--- src/common/dll_rx_pkg.sv ---
// shared types for the PCIe DLL receive path
// TLP opcode and credit kind enums, LCRC constants
// header classification function
`default_nettype none

package dll_rx_pkg;

  typedef logic [31:0] dword_t;
  typedef logic [11:0] seq_t;
  typedef logic [7:0]  hdr_credit_t;
  // one data credit per 4 dwords
  typedef logic [11:0] data_credit_t;
  typedef logic [31:0] crc_t;

  // reflected form of 0x04C11DB7
  localparam crc_t LCRC_POLY = 32'hEDB8_8320;
  localparam crc_t LCRC_INIT = 32'hFFFF_FFFF;

  // header byte 0, fmt and type together
  typedef enum logic [7:0] {
    MRd3   = 8'h00,
    MRd4   = 8'h20,
    IORd   = 8'h02,
    CfgRd0 = 8'h04,
    MWr3   = 8'h40,
    MWr4   = 8'h60,
    IOWr   = 8'h42,
    CfgWr0 = 8'h44,
    Msg    = 8'h30,
    MsgD   = 8'h70,
    Cpl    = 8'h0A,
    CplD   = 8'h4A
  } tlp_type_e;

  typedef enum logic [2:0] {
    KIND_PH,
    KIND_PD,
    KIND_NPH,
    KIND_NPD,
    KIND_CPL,
    KIND_CPLD,
    KIND_NONE
  } tlp_kind_e;

  // credit class of a TLP from its first header byte
  function automatic tlp_kind_e tlp_kind_of(input logic [7:0] byte0);
    tlp_kind_e kind;
    case (byte0)
      MRd3, MRd4, IORd, CfgRd0: kind = KIND_NPH;
      IOWr, CfgWr0:             kind = KIND_NPD;
      MWr3, MWr4, MsgD:         kind = KIND_PD;
      Msg:                      kind = KIND_PH;
      Cpl:                      kind = KIND_CPL;
      CplD:                     kind = KIND_CPLD;
      default:                  kind = KIND_NONE;
    endcase
    return kind;
  endfunction

endpackage

`default_nettype wire

--- src/hdl/credit_tracker.sv ---
// TLP header classification
// posted and non-posted header and data credit counters
`timescale 1ns/1ps
`default_nettype none

module credit_tracker
  import dll_rx_pkg::*;
(
  input  logic         clk_i,
  input  logic         rst_i,
  input  logic         hdr_valid_i,
  input  dword_t       hdr_i,
  input  logic         commit_i,
  output hdr_credit_t  ph_credits_o,
  output hdr_credit_t  nph_credits_o,
  output data_credit_t pd_credits_o,
  output data_credit_t npd_credits_o
);

  tlp_kind_e    kind_r;
  data_credit_t dcred_r;
  logic [11:0]  len_dw;
  data_credit_t dcred;
  hdr_credit_t  ph_r;
  hdr_credit_t  nph_r;
  data_credit_t pd_r;
  data_credit_t npd_r;

  // length is byte 2 bits 1:0 above byte 3, zero means 1024
  assign len_dw = ({hdr_i[17:16], hdr_i[31:24]} == 10'd0) ? 12'd1024 :
                  {2'b00, hdr_i[17:16], hdr_i[31:24]};
  // round up to whole credits
  assign dcred  = (len_dw + 12'd3) >> 2;

  always_ff @(posedge clk_i) begin
    if (hdr_valid_i) begin
      kind_r  <= tlp_kind_of(hdr_i[7:0]);
      dcred_r <= dcred;
    end
  end

  always_ff @(posedge clk_i) begin
    if (rst_i) begin
      ph_r  <= '0;
      nph_r <= '0;
      pd_r  <= '0;
      npd_r <= '0;
    end else if (commit_i) begin
      case (kind_r)
        KIND_PH: ph_r <= ph_r + 8'd1;
        KIND_PD: begin
          ph_r <= ph_r + 8'd1;
          pd_r <= pd_r + dcred_r;
        end
        KIND_NPH: nph_r <= nph_r + 8'd1;
        KIND_NPD: begin
          nph_r <= nph_r + 8'd1;
          npd_r <= npd_r + dcred_r;
        end
        // completions and unknown types consume nothing here
        default: ;
      endcase
    end
  end

  assign ph_credits_o  = ph_r;
  assign nph_credits_o = nph_r;
  assign pd_credits_o  = pd_r;
  assign npd_credits_o = npd_r;

endmodule

`default_nettype wire

--- config.mk ---
export PLATFORM = sky130hd
export DESIGN_NAME = credit_tracker
export DESIGN_NICKNAME = d
export VERILOG_FILES = /design/src/common/dll_rx_pkg.sv /design/src/hdl/credit_tracker.sv
export SDC_FILE = /design/constraint.sdc
export NUM_CORES = 1
export LEC_CHECK = 0
export CELL_PAD_IN_SITES_DETAIL_PLACEMENT = 0
export CELL_PAD_IN_SITES_GLOBAL_PLACEMENT = 1
export CORE_MARGIN = 1
export CORE_UTILIZATION = 47
export DETAILED_ROUTE_END_ITERATION = 10
export DONT_BUFFER_PORTS = 1
export PLACE_DENSITY = 0.83
export SYNTH_ARGS = -nofsm -noshare
export SYNTH_HDL_FRONTEND = slang
export SYNTH_SLANG_ARGS = --single-unit
export TNS_END_PERCENT = 30
--- constraint.sdc ---
create_clock -name clk_i -period 2.4 [get_ports clk_i]
set_input_delay 0.24 -clock clk_i [delete_from_list [all_inputs] [get_ports clk_i]]
set_output_delay 0.24 -clock clk_i [all_outputs]
set_load 0.01 [all_outputs]
; Yosys cells after proc, flatten, opt, wreduce, memory -nomap -nowiden
; Index checks and enable logic that the tools add are counted.
[totals]
reg_bits = 53
word_cells = 39
in_bits = 36
[op_classes]
eq_ne = 14
add_sub_neg = 5
muxes = 2
reduce_logical = 12
[ops]
columns = operator, n
row1 = $eq 8x7->1 const B, 6
row2 = $add 12x10->12, 2
row3 = $pmux 3 s6, 1
row4 = $add 8x1->8 const B, 2
row5 = $eq 8x6->1 const B, 2
row6 = $add 11x2->12 const B, 1
row7 = $mux 11, 1
row8 = $logic_not 10->1, 1
row9 = $eq 8x2->1 const B, 1
row10 = $eq 8x3->1 const B, 1
row11 = $eq 8x4->1 const B, 1
row12 = $logic_not 8->1, 1
row13 = $reduce_and 2->1, 4
row14 = $eq 3x2->1 const B, 2
row15 = $reduce_or 2->1, 3
row16 = $reduce_or 4->1, 1
row17 = $eq 3x1->1 const B, 1
row18 = $logic_not 3->1, 1
row19 = $reduce_or 3->1, 1

; Longest topological paths before layout
[depth]
word_depth = 3
depth_mapped = 7
depth_no_buf = 7

; Worst setup path after synthesis
; No wires, ideal clock.
[synth_timing]
path_kind = reg-to-reg
startpoint = register dcred_r[0]
endpoint = register npd_r[8], in the netlist npd_credits_o[8]
path_stages_with_launch = 8
synth_period_minus_slack_ns = 1.950
path_buffers = 0
slack_ns = 0.450
t_arrival_ns = 1.828
path_cell_list = edfxtp_1 -> ha_1 -> fa_1 -> a21oi_1 -> o211ai_2 -> a21boi_1 -> nor4_1 -> a311o_1
[synth_via]
elab_chain_len = 1
[synth_rtl]
columns = element, line_no
row1 = start: declaration, credit_tracker.sv:21  ; data_credit_t dcred_r;
row2 = start signal: assignment, credit_tracker.sv:38  ; dcred_r <= dcred;
row3 = $add 12x10->12, credit_tracker.sv:58  ; npd_r <= npd_r + dcred_r;
row4 = end signal: assignment, credit_tracker.sv:58
row5 = end: declaration, credit_tracker.sv:27  ; data_credit_t npd_r;
; Every way passes these cells.
; A chain may end at the register's enable or synchronous reset.

; Final worst setup path
[layout_timing]
startpoint = register dcred_r[1]
endpoint = register pd_r[11], in the netlist pd_credits_o[11]
[layout_via]
elab_chain_len = 1
[layout_rtl]
columns = element, line_no
row1 = $add 12x10->12, credit_tracker.sv:53  ; pd_r <= pd_r + dcred_r;
row2 = end signal: assignment, credit_tracker.sv:53
row3 = end: declaration, credit_tracker.sv:26  ; data_credit_t pd_r;
; Every way passes these cells.

==> out/metrics.csv <==
metric;value;unit
synthXorXnorAreaFrac;9.86;%
fillers;558;
coreArea;6060;um^2
root_buffer;clkbuf_8;
rsz0062_at_grt;false;
grt_antenna_before_repair;0;
grt_overflow;0;
die_w;82.2;um
clock_latency;300;ps
place_hpwl;4.51;mm
post_cts_buffers;0;
fin_nets;389;
port_buffers;0;
cts_sinks;53;
arrival;2370;ps
firstDrtPassIters;4;
synthesis.area;3020;um^2
top_level_ports;76;
path_max_fanout;4;
max_stage_delay;520;ps
cts_made_buffers;5;
clock_path_buffers;2;
rows;28;
status;finished clean;
synth-compound-area-share;16.4;%
rr_worst_depth;6;
synth-seq-area-share;39.4;%
die_y;82.2;um
wire_per_inst;15.1;um
drc;0;
ys_seq_elements;53;
synthesis.instances;327;
start_util;49.8;%
post-route-min-period;2180;ps
synthSimpleGateAreaFrac;20.0;%
ys_types;54;
r2r_start;dcred_r[1];
yosysWarnings;0;
p_total;1730;uW
die-area;6750;um^2
synth.area.mux_share;1.37;%
drt-total-wl;6.13;mm
htreeDepth;2;
synthAdderAreaFrac;10.4;%
cp-start-kind;flip-flop;
whs_path_depth;1;
post_drt_via_cell_ratio;5.69;
gp_congestion;0.850;
layout-drive-gt1-share;5.45;%
drt_iter0_markers;69;
async_reset_ff_share;0;%
grt_pass1_vias;2099;
post-synth-top-area-cell;dfxtp_1;
dpl_cell_area;3090;um^2
grt_use_total;19.1;%
cts.clk_slew.worst_paths;90;ps
clock_skew;7.87;ps
grt_pass1_wl;9.59;mm
worst_slack;218;ps
ir_drop;0.263;mV
drv_slew;0;
timing.rr.end;pd_credits_o[11];
min_from;rst_i;
synth_edf_count;13;
fin_crit_sh;90.9;%
syn_avg_cell_area;9.24;um^2
syn-num-nets;387;
hold_violations;0;
antenna_left;0;
final_cell_area;3210;um^2
layout_common_cells;40 x nand2_1, 40 x dfxtp_1, 29 x a21oi_1, 28 x nor2_1, 22 x ha_1;
crit_path_end_kind;flip-flop;
r2r_slack;220;ps
insertedDiodeCount;0;
synthFlopType;dfxtp_1;
vias;2303;
pwr_density_cell;539;nW/um^2
dpl.cell_count;395;
synth_top_family_by_area;simple AND/OR/NAND/NOR gates;
slowest_stage;edfxtp_1;
dp_slack;232;ps
drv_cap;0;
leakagePower;0.00124;uW
cts_tree;yes;
fin_cells;405;
cp_cell_sequence;ha_1, a211oi_2, o31ai_2, a21bo_1, a32oi_1, mux2_2;
holdPathEnd;npd_credits_o[9];
critPathKind;reg -> reg;
synthTopCellsByArea;dfxtp_1 27%, edfxtp_1 13%, ha_1 9.1%, xor2_1 5.8%, nand2_1 5.0%;
syn_to_final_growth;6.38;%
grt_max_degree;32;
cp.required;2590;ps
hold_path_class;in -> reg;
netlist.area_leader.share;26.5;%
setup_violations;0;
fin_tns_setup;0;ps
fmax;0.458;GHz
==> routing by layer <==
metal | track usage [%] | wire, um | vias to the layer above
li1 | - | - | 1194
met1 | 25.5 | 3050 | 1055
met2 | 29.8 | 2690 | 52
met3 | 5.27 | 351 | 2
met4 | 6.32 | 42 | 0
met5 | 0 | 0 | -
==> cell type report <==
class / instances / area (um^2) / area share (%)
sequential: 53 / 1190 / 37.1
tap: 75 / 93.8 / 2.92
timing repair buffer: 6 / 60.1 / 1.87
clock buffer: 8 / 90.1 / 2.80
inverter: 5 / 18.8 / 0.584
multi-input combinational: 258 / 1760 / 54.8
==> where the power goes <==
group,total [uW],internal (uW),leakage [uW],switching [uW]
logic,227,102,0.000744,125
registers,999,952,0.000451,46.9
clock network,507,236,0.0000455,271
total,1730,1290,0.00124,443
==> cell usage after synthesis (3+ instances only) <==
cell type  instances
nand3_1           15
nand2_1           40
o21ai_0            5
and3_1             4
dfxtp_1           40
nand4_1            4
a41oi_1            3
inv_1              5
a21o_1             4
o31ai_1            3
edfxtp_1          13
mux2i_1            3
and2_1             4
o211ai_1           4
a211oi_1           7
nor3_1             5
nor4_1             4
xor2_1            20
or4_1              3
and4_1             3
ha_1              22
a21oi_1           29
xnor2_1           14
nor2_1            28
clkbuf_1           7
==> kinds of logic after synthesis <==
group           count (synthesis)
compound gates                 74
xor+xnor                       34
fa+ha+maj                      24
buf+inv                        16
flops                          53
mux                             4
other cells                     1
simple gates                  121
==> critical path: cells and delay by family (launching register included) <==
kind                     cells  cell delay, ps
AO/OA/AOI/OAI                4             870
multiplexers                 1             350
adder cells (fa/ha/maj)      1             330
flip-flops                   1             520
==> per-stage QoR <==
step                      hold slack, ps  util [%]
after global placement               314      51.0
after floorplan                      352         -
after global routing                17.1      53.0
final                               33.4      53.0
after CTS                           16.3      53.0
after detailed placement             314      51.0
==> flip-flops by register name, summed over array words and instances (netlist names) <==
signal and flops:
dcred_r 10, pd_credits_o 12, npd_credits_o 12, nph_credits_o 8, kind_r 3, ph_credits_o 8
==> worst max path at each step <==
stage                     startpoint                to  slack [ps]  depth (start not counted)
after floorplan           dcred_r[0]  npd_credits_o[8]         450                          7
after global placement    dcred_r[0]  npd_credits_o[8]         280                          7
after detailed placement  dcred_r[1]  pd_credits_o[11]         230                          6
after CTS                 dcred_r[1]  pd_credits_o[11]         220                          6
after global routing      dcred_r[0]   pd_credits_o[8]         110                          7
final                     dcred_r[1]  pd_credits_o[11]         220                          6
==> what timing repair did <==
| item | in CTS | in global routing |
|---|---|---|
| hold endpoints to repair | 31 | 0 |
| hold buffers | 2 | 0 |
| resized for setup | 0 | 0 |
Power figures use the tool's default switching activity.
