**src/common/dll_rx_pkg.sv**
```systemverilog
// shared types for the PCIe DLL receive path
// TLP opcode and credit kind enums, LCRC constants
// header classification function
`default_nettype none

package dll_rx_pkg;

  typedef logic [31:0] dword_t;
  typedef logic [11:0] seq_t;
  typedef logic [7:0]  hdr_credit_t;
  // one data credit per 4 dwords
  typedef logic [11:0] data_credit_t;
  typedef logic [31:0] crc_t;

  // reflected form of 0x04C11DB7
  localparam crc_t LCRC_POLY = 32'hEDB8_8320;
  localparam crc_t LCRC_INIT = 32'hFFFF_FFFF;

  // header byte 0, fmt and type together
  typedef enum logic [7:0] {
    MRd3   = 8'h00,
    MRd4   = 8'h20,
    IORd   = 8'h02,
    CfgRd0 = 8'h04,
    MWr3   = 8'h40,
    MWr4   = 8'h60,
    IOWr   = 8'h42,
    CfgWr0 = 8'h44,
    Msg    = 8'h30,
    MsgD   = 8'h70,
    Cpl    = 8'h0A,
    CplD   = 8'h4A
  } tlp_type_e;

  typedef enum logic [2:0] {
    KIND_PH,
    KIND_PD,
    KIND_NPH,
    KIND_NPD,
    KIND_CPL,
    KIND_CPLD,
    KIND_NONE
  } tlp_kind_e;

  // credit class of a TLP from its first header byte
  function automatic tlp_kind_e tlp_kind_of(input logic [7:0] byte0);
    tlp_kind_e kind;
    case (byte0)
      MRd3, MRd4, IORd, CfgRd0: kind = KIND_NPH;
      IOWr, CfgWr0:             kind = KIND_NPD;
      MWr3, MWr4, MsgD:         kind = KIND_PD;
      Msg:                      kind = KIND_PH;
      Cpl:                      kind = KIND_CPL;
      CplD:                     kind = KIND_CPLD;
      default:                  kind = KIND_NONE;
    endcase
    return kind;
  endfunction

endpackage

`default_nettype wire

```
**src/common/frame_wr_if.sv**
```systemverilog
// write side of the frame FIFO
// TLP dwords plus commit and drop of the pending frame
`timescale 1ns/1ps
`default_nettype none

interface frame_wr_if
  import dll_rx_pkg::*;
();

  logic   wr_valid;
  dword_t wr_data;
  // space for one more word
  logic   wr_ready;
  // single cycle pulses, never together
  logic   commit;
  logic   drop;

  modport src (
    output wr_valid,
    output wr_data,
    output commit,
    output drop,
    input  wr_ready
  );

  modport snk (
    input  wr_valid,
    input  wr_data,
    input  commit,
    input  drop,
    output wr_ready
  );

endinterface

`default_nettype wire

```
**src/hdl/dll_rx_ctrl.sv**
```systemverilog
// receive FSM of the data link layer
// sequence capture and check, LCRC verdict, commit or drop
// four-phase handshake with flow control after each frame
`timescale 1ns/1ps
`default_nettype none

module dll_rx_ctrl
  import dll_rx_pkg::*;
(
  input  logic       clk_i,
  input  logic       rst_i,
  input  logic       link_active_i,
  input  dword_t     s_tdata_i,
  input  logic       s_tvalid_i,
  input  logic       s_tlast_i,
  output logic       s_tready_o,
  frame_wr_if.src    wr,
  output logic       crc_clear_o,
  output logic       crc_update_o,
  output dword_t     crc_data_o,
  output logic       crc_first_o,
  input  crc_t       crc_i,
  output logic       hdr_valid_o,
  output logic       commit_o,
  output logic       fc_req_o,
  input  logic       fc_ack_i,
  output logic       tlp_nullified_o,
  output seq_t       rx_seq_o,
  output seq_t       expected_seq_o
);

  typedef enum logic [2:0] {
    ST_IDLE,
    ST_HEADER,
    ST_PAYLOAD,
    ST_CHECK,
    ST_FC_REQ,
    ST_FC_RELEASE
  } rx_state_e;

  rx_state_e state;
  seq_t      seq_r;
  seq_t      rx_seq_r;
  seq_t      expected_seq_r;
  crc_t      lcrc_r;
  logic      fc_req_r;
  logic      nullified_r;
  logic      beat_ok;
  logic      lcrc_beat;
  logic      frame_good;

  // sequence beat needs an active link and stream beats need FIFO space
  always_comb begin
    case (state)
      ST_IDLE:               s_tready_o = link_active_i;
      ST_HEADER, ST_PAYLOAD: s_tready_o = wr.wr_ready;
      default:               s_tready_o = 1'b0;
    endcase
  end

  assign beat_ok   = s_tvalid_i && s_tready_o;
  // tlast in the payload marks the LCRC dword
  assign lcrc_beat = (state == ST_PAYLOAD) && s_tlast_i;

  assign wr.wr_valid = s_tvalid_i && ((state == ST_HEADER) ||
                                      ((state == ST_PAYLOAD) && !s_tlast_i));
  assign wr.wr_data  = s_tdata_i;

  // crc_i is final here since the last TLP dword went in a cycle earlier or more
  assign frame_good = (lcrc_r == crc_i) && (seq_r == expected_seq_r);
  assign wr.commit  = (state == ST_CHECK) && frame_good;
  assign wr.drop    = (state == ST_CHECK) && !frame_good;
  assign commit_o   = wr.commit;

  // crc restarts from its seed on the sequence beat
  // only the 12 sequence bits are folded there as two bytes
  assign crc_clear_o  = (state == ST_IDLE);
  assign crc_first_o  = (state == ST_IDLE);
  assign crc_update_o = beat_ok && !lcrc_beat;
  assign crc_data_o   = crc_first_o ? {20'h0, s_tdata_i[11:0]} : s_tdata_i;
  assign hdr_valid_o  = (state == ST_HEADER) && beat_ok;

  always_ff @(posedge clk_i) begin
    if (rst_i) begin
      state          <= ST_IDLE;
      fc_req_r       <= 1'b0;
      nullified_r    <= 1'b0;
      rx_seq_r       <= '0;
      expected_seq_r <= '0;
    end else begin
      case (state)
        ST_IDLE: if (beat_ok) state <= ST_HEADER;
        ST_HEADER: if (beat_ok) state <= ST_PAYLOAD;
        ST_PAYLOAD: if (beat_ok && s_tlast_i) state <= ST_CHECK;
        ST_CHECK: begin
          nullified_r <= !frame_good;
          rx_seq_r    <= seq_r;
          if (frame_good) begin
            expected_seq_r <= expected_seq_r + 12'd1;
          end
          // ack already seen low before this frame started
          fc_req_r <= 1'b1;
          state    <= ST_FC_REQ;
        end
        ST_FC_REQ: begin
          if (fc_ack_i) begin
            fc_req_r <= 1'b0;
            state    <= ST_FC_RELEASE;
          end
        end
        ST_FC_RELEASE: if (!fc_ack_i) state <= ST_IDLE;
        default: state <= ST_IDLE;
      endcase
    end
  end

  // frame fields
  always_ff @(posedge clk_i) begin
    if ((state == ST_IDLE) && beat_ok) begin
      seq_r <= s_tdata_i[11:0];
    end
    if (lcrc_beat && beat_ok) begin
      lcrc_r <= s_tdata_i;
    end
  end

  assign fc_req_o        = fc_req_r;
  assign tlp_nullified_o = nullified_r;
  assign rx_seq_o        = rx_seq_r;
  assign expected_seq_o  = expected_seq_r;

endmodule

`default_nettype wire

```
**src/flat_wrapper.sv**
```systemverilog
// flat-port wrapper written by rule: the top's interface ports become plain ports
module dll_rx_ctrl_flat import dll_rx_pkg::*;
  (clk_i, rst_i, link_active_i, s_tdata_i, s_tvalid_i, s_tlast_i, s_tready_o, crc_clear_o, crc_update_o, crc_data_o, crc_first_o, crc_i, hdr_valid_o, commit_o, fc_req_o, fc_ack_i, tlp_nullified_o, rx_seq_o, expected_seq_o, wr_wr_valid, wr_wr_data, wr_commit, wr_drop, wr_wr_ready);
  frame_wr_if wr_i ();
  input  logic clk_i;
  input  logic rst_i;
  input  logic link_active_i;
  input  dword_t s_tdata_i;
  input  logic s_tvalid_i;
  input  logic s_tlast_i;
  output logic s_tready_o;
  output logic crc_clear_o;
  output logic crc_update_o;
  output dword_t crc_data_o;
  output logic crc_first_o;
  input  crc_t crc_i;
  output logic hdr_valid_o;
  output logic commit_o;
  output logic fc_req_o;
  input  logic fc_ack_i;
  output logic tlp_nullified_o;
  output seq_t rx_seq_o;
  output seq_t expected_seq_o;
  output wire logic [$bits(wr_i.wr_valid)-1:0] wr_wr_valid;
  output wire logic [$bits(wr_i.wr_data)-1:0] wr_wr_data;
  output wire logic [$bits(wr_i.commit)-1:0] wr_commit;
  output wire logic [$bits(wr_i.drop)-1:0] wr_drop;
  input wire logic [$bits(wr_i.wr_ready)-1:0] wr_wr_ready;
  assign wr_wr_valid = wr_i.wr_valid;
  assign wr_wr_data = wr_i.wr_data;
  assign wr_commit = wr_i.commit;
  assign wr_drop = wr_i.drop;
  assign wr_i.wr_ready = wr_wr_ready;
  dll_rx_ctrl u_core (.clk_i(clk_i), .rst_i(rst_i), .link_active_i(link_active_i), .s_tdata_i(s_tdata_i), .s_tvalid_i(s_tvalid_i), .s_tlast_i(s_tlast_i), .s_tready_o(s_tready_o), .wr(wr_i), .crc_clear_o(crc_clear_o), .crc_update_o(crc_update_o), .crc_data_o(crc_data_o), .crc_first_o(crc_first_o), .crc_i(crc_i), .hdr_valid_o(hdr_valid_o), .commit_o(commit_o), .fc_req_o(fc_req_o), .fc_ack_i(fc_ack_i), .tlp_nullified_o(tlp_nullified_o), .rx_seq_o(rx_seq_o), .expected_seq_o(expected_seq_o));
endmodule
```
**config.mk**
```make
export PLATFORM = sky130hd
export DESIGN_NAME = dll_rx_ctrl_flat
export DESIGN_NICKNAME = d
export VERILOG_FILES = /design/src/common/dll_rx_pkg.sv /design/src/common/frame_wr_if.sv /design/src/hdl/dll_rx_ctrl.sv /design/src/flat_wrapper.sv
export SDC_FILE = /design/constraint.sdc
export NUM_CORES = 1
export LEC_CHECK = 0
export BUFFER_PORTS_ARGS = -buffer_cell sky130_fd_sc_hd__buf_2
export CAP_MARGIN = 30
export CORE_MARGIN = 4
export CORE_UTILIZATION = 51
export CTS_CLUSTER_SIZE = 40
export DETAILED_ROUTE_END_ITERATION = 8
export PLACE_DENSITY_LB_ADDON = 0.25
export SYNTH_ARGS = -nofsm -noshare
export SYNTH_HDL_FRONTEND = slang
export SYNTH_SLANG_ARGS = --single-unit
```
**constraint.sdc**
```tcl
create_clock -name clk_i -period 3.5 [get_ports clk_i]
set_input_delay 0.525 -clock clk_i [delete_from_list [all_inputs] [get_ports clk_i]]
set_output_delay 0.525 -clock clk_i [all_outputs]
set_load 0.005 [all_outputs]
```
# == Word-level counts from Yosys, hierarchy flattened ==
# Cells that the tools add are included.
# totals
regBits,73
inputBits,71
output_inout_bits,99
word_cells,52
# op_classes
addsub,1
n_eq_ne,12
n_mux,10
n_reduce_logical,22
# op_table
op,count
$eq A32 B32 Y1,1
$mux W32,1
$pmux W3 S6,1
$mux W3,5
$add A12 B1 Y12 const B,1
$eq A12 B12 Y1,1
$logic_and A1 B1 Y1,12
$ne A2 B2 Y1 const B,4
$eq A3 B2 Y1 const B,2
$eq A3 B3 Y1 const B,2
$reduce_and A5 Y1,1
$pmux W1 S2,2
$reduce_and A2 Y1,2
$eq A3 B1 Y1 const B,1
$logic_not A1 Y1,3
$logic_not A3 Y1,1
$ne A2 B1 Y1 const B,1
$reduce_bool A2 Y1,1
$reduce_or A2 Y1,1
$logic_or A1 B1 Y1,1
$mux W1,1

# == Logic depth before layout (Yosys ltp) ==
# depth
ltp_word,7
mapped_depth,7
depth_no_buf,6

# == Least setup slack after synthesis ==
# OpenSTA, ideal clock, no wires.
# synth_timing
path_kind,input port to output port
start,in crc_i[1]
end,out wr_drop
arrival_time_ns,1.800
slack_ns,1.175
stages,5
n_path_buf,0
cell_sequence,xnor2_1 > nand4_1 > or4_4 > nor3_1 > nor2_1
# synth_between
elab_chain_cells,4
# synth_rtl
item,line,rtl
"start, declared",flat_wrapper.sv:16,input crc_t crc_i;
$eq A32 B32 Y1,dll_rx_ctrl.sv:70,assign frame_good = (lcrc_r == crc_i) && (seq_r == expected_seq_r);
$logic_and A1 B1 Y1,dll_rx_ctrl.sv:70,
$logic_not A1 Y1,dll_rx_ctrl.sv:72,assign wr.drop = (state == ST_CHECK) && !frame_good;
$logic_and A1 B1 Y1,dll_rx_ctrl.sv:72,
"end, declared",flat_wrapper.sv:27,output wire logic [$bits(wr_i.drop)-1:0] wr_drop;
# No other way between the ends.

# == Final worst setup path ==
# layout_timing
start,reg u_core.seq_r[10]
end,out wr_drop
# layout_between
elab_chain_cells,4
# layout_rtl
item,line,rtl
"start, declared",dll_rx_ctrl.sv:42,seq_t seq_r;
"start signal, assigned",dll_rx_ctrl.sv:120,seq_r <= s_tdata_i[11:0];
$eq A12 B12 Y1,dll_rx_ctrl.sv:70,
$logic_and A1 B1 Y1,dll_rx_ctrl.sv:70,
$logic_not A1 Y1,dll_rx_ctrl.sv:72,
$logic_and A1 B1 Y1,dll_rx_ctrl.sv:72,
# No other way between the ends.

==> metrics.yaml <==
status: "finished, final reports clean"
slowest_delay_ns: 0.56
end_kind: "output port"
final_cell_mix: "buf_2 (169), xnor2_1 (46), edfxtp_1 (44)"
path_buf_inv: 1
post-route-min-period_ns: 2.99
cts_buffer_depth: 2
powerDensity_nw_per_um2: 410
place_ws_ns: 0.661
drive_above_1_share_pct: 42.4
finalWorstSetupSlack_ns: 0.511
worstPathArrival_ns: 2.46
p_sw_share_pct: 22.7
root_buffer: "clkbuf_8"
p_int_mw: 1.43
peakVddDrop_mv: 0.319
path_max_fanout: 5
dp_hpwl_um: 6840
die_area_sq_um: 8740
synthesis.nets: 416
crit_family: "simple AND/OR/NAND/NOR gates"
max_freq_mhz: 335
dieWidth_um: 93.5
grt-ovfl-total: 0
grt.total_usage_pct: 20.9
switchingPower_mw: 0.420
setup_violations: 0
gp_congestion: 0.843
worstMarginPinSlew_ns: 0.665
leakage_nw: 1.89
relSlewSlack_pct: 55.7
wirelength_um: 8820
syn_area_sq_um: 3730
sequentialPowerShare_pct: 51.0
diodes: 0
critPathSlowestCell: "or4_4"
syn_to_final_growth_pct: 20.7
yosysSeqAreaShare_pct: 51.0
htree_num_levels: 3
cap_violations: 0
syn-mean-instance-area_sq_um: 10.8
ys_seq_elements: 73
rsz0062_at_grt: "false"
setup_tns_ns: 0
min_path_type: "primary input to flip-flop"
cts.sinks: 73
skew_ns: 0.00470
via_per_inst: 4.98
core_region_area_sq_um: 6940
grt_max_degree: 37
clock_latency_ns: 0.33
comb_power_share_pct: 11.7
die_h_um: 93.5
cts_buffers: 9
synth-edff-count: 44
core.rowCount: 30
min_period_over_period_pct: 85.4
worstSetupPathType: "flip-flop to output port"
grt_pass1_wl_um: 14100
io_pins: 170
synth_cell_types: 39
dr.pass1.iters: 4
regToRegSetupSlack_ns: 0.87
layout_commonest_cell: "buf_2"
grt_pass1_vias: 2910
cts_hold_buf: 0
p_clk_share_pct: 37.3
fin_cells: 570
ys.flop_type: "edfxtp_1"
initialDrtViolationCount: 85
avgRoutedWirePerCell_um: 15.5
dp.cells: 554
hold_violations: 0
final_util_pct: 64.8
fillerInstances: 564
holdWs_ns: 0.385
crit_chain: "xnor2_1 > nand4_1 > or4_4 > nor3_1 > nor2_1 > buf_2"
syn_inst: 344
slew_violations: 0
clkTransAtPathRegs_ns: 0.07
final_antenna_net_count: 0
port_buffers: 169
cts-resized-gates: 0
synth-async-reset-ratio_pct: 0
post_cts_buffers: 0
antenna_found_initial: 0
drcViolationCount: 0
via_count: 2839
worstPathRequired_ns: 2.97
crit_path_start_kind: "flip-flop"
cts_tree: "yes"
initial_core_util_pct: 53.7
yosys_warnings: 0
nets: 541
==> flip-flops by register name, summed over array words and instances (netlist names) <==
signal                  cells
u_core.expected_seq_o      12
u_core.rx_seq_o            12
u_core.lcrc_r              32
u_core.seq_r               12
u_core.fc_req_o             1
u_core.tlp_nullified_o      1
u_core.state                3
==> worst register-to-register path, cell delays in order (launching register included) <==
cell,delay (ns)
edfxtp_1,0.41
xnor2_1,0.28
nand4_1,0.14
or3_2,0.53
nor4_4,0.63
nand4_1,0.19
mux2_1,0.33
==> metal layers <==
layer,up-vias,global-route usage [%],part of all wire [%]
met1,1307,25.6,40
met3,8,4.34,7.5
met4,0,8.06,1.2
met2,113,35.9,51
met5,-,0,0
li1,1411,-,-
==> power by group through the flow <==
stage          Sequential [mW]  Combinational (mW)  Clock (mW)
2_1_floorplan            0.954               0.139           0
3_3_place_gp             0.961               0.214           0
3_5_place_dp             0.961               0.219           0
4_1_cts                  0.942               0.221       0.708
5_1_grt                  0.944               0.239       0.746
6_report                 0.942               0.216       0.689
==> Yosys cell counts, types with 2 or more instances <==
library cell,number,area (sq um)
buf_4,47,353
xnor2_1,46,403
edfxtp_1,44,1320
dfxtp_1,29,581
nand2_1,28,105
nor2b_1,27,169
nand4_1,25,156
a21oi_1,19,95.1
nor2_1,17,63.8
clkbuf_1,7,26.3
nor3_1,6,30.0
and3_1,4,25.0
inv_1,4,15.0
mux2_2,4,45.0
a31o_2,3,26.3
nand2b_1,3,18.8
nor4_1,3,18.8
and4_1,2,17.5
buf_6,2,22.5
clkbuf_8,2,27.5
mux2_1,2,22.5
mux2i_1,2,20.0
or4_4,2,22.5
==> final cells by class <==
type	instances	area [sq um]	share of cell area, %
clock buffer	9	124	2.75
clock inverter	7	85.1	1.89
inverter	4	15.0	0.334
multi-input combinational	209	1390	30.8
sequential	73	1900	42.3
tap	96	120	2.67
timing repair buffer	172	868	19.3
==> cells by family (layout without fill, tap and decap cells) <==
group	count (synthesis)	in the layout	share of synthesized area, %
xor gates and xnor gates	46	46	10.8
muxes	8	8	2.35
buffers and inverters	62	192	11.9
and+or+nand+nor	125	125	18.9
adders and majority gates	1	1	0.336
DFF	73	73	51.0
AOI/OAI and AO/OA	29	29	4.70
==> per-stage QoR <==
step | instance area [sq um] | power [mW]
6_report | 4500 | 1.85
3_3_place_gp | 4290 | 1.17
5_1_grt | 4500 | 1.93
3_5_place_dp | 4290 | 1.18
4_1_cts | 4500 | 1.87
2_1_floorplan | 3730 | 1.09
==> path summary, 6_finish.rpt <==
path / from / end / cells after the start
min: s_tdata_i[18] / u_core.lcrc_r[18] / 1
max reg2reg: u_core.seq_r[11] / u_core.expected_seq_o[4] / 6
min reg2reg: u_core.rx_seq_o[11] / u_core.rx_seq_o[11] / 2
max: u_core.seq_r[10] / wr_drop / 6
No activity file was read; power rests on OpenSTA's default activity.
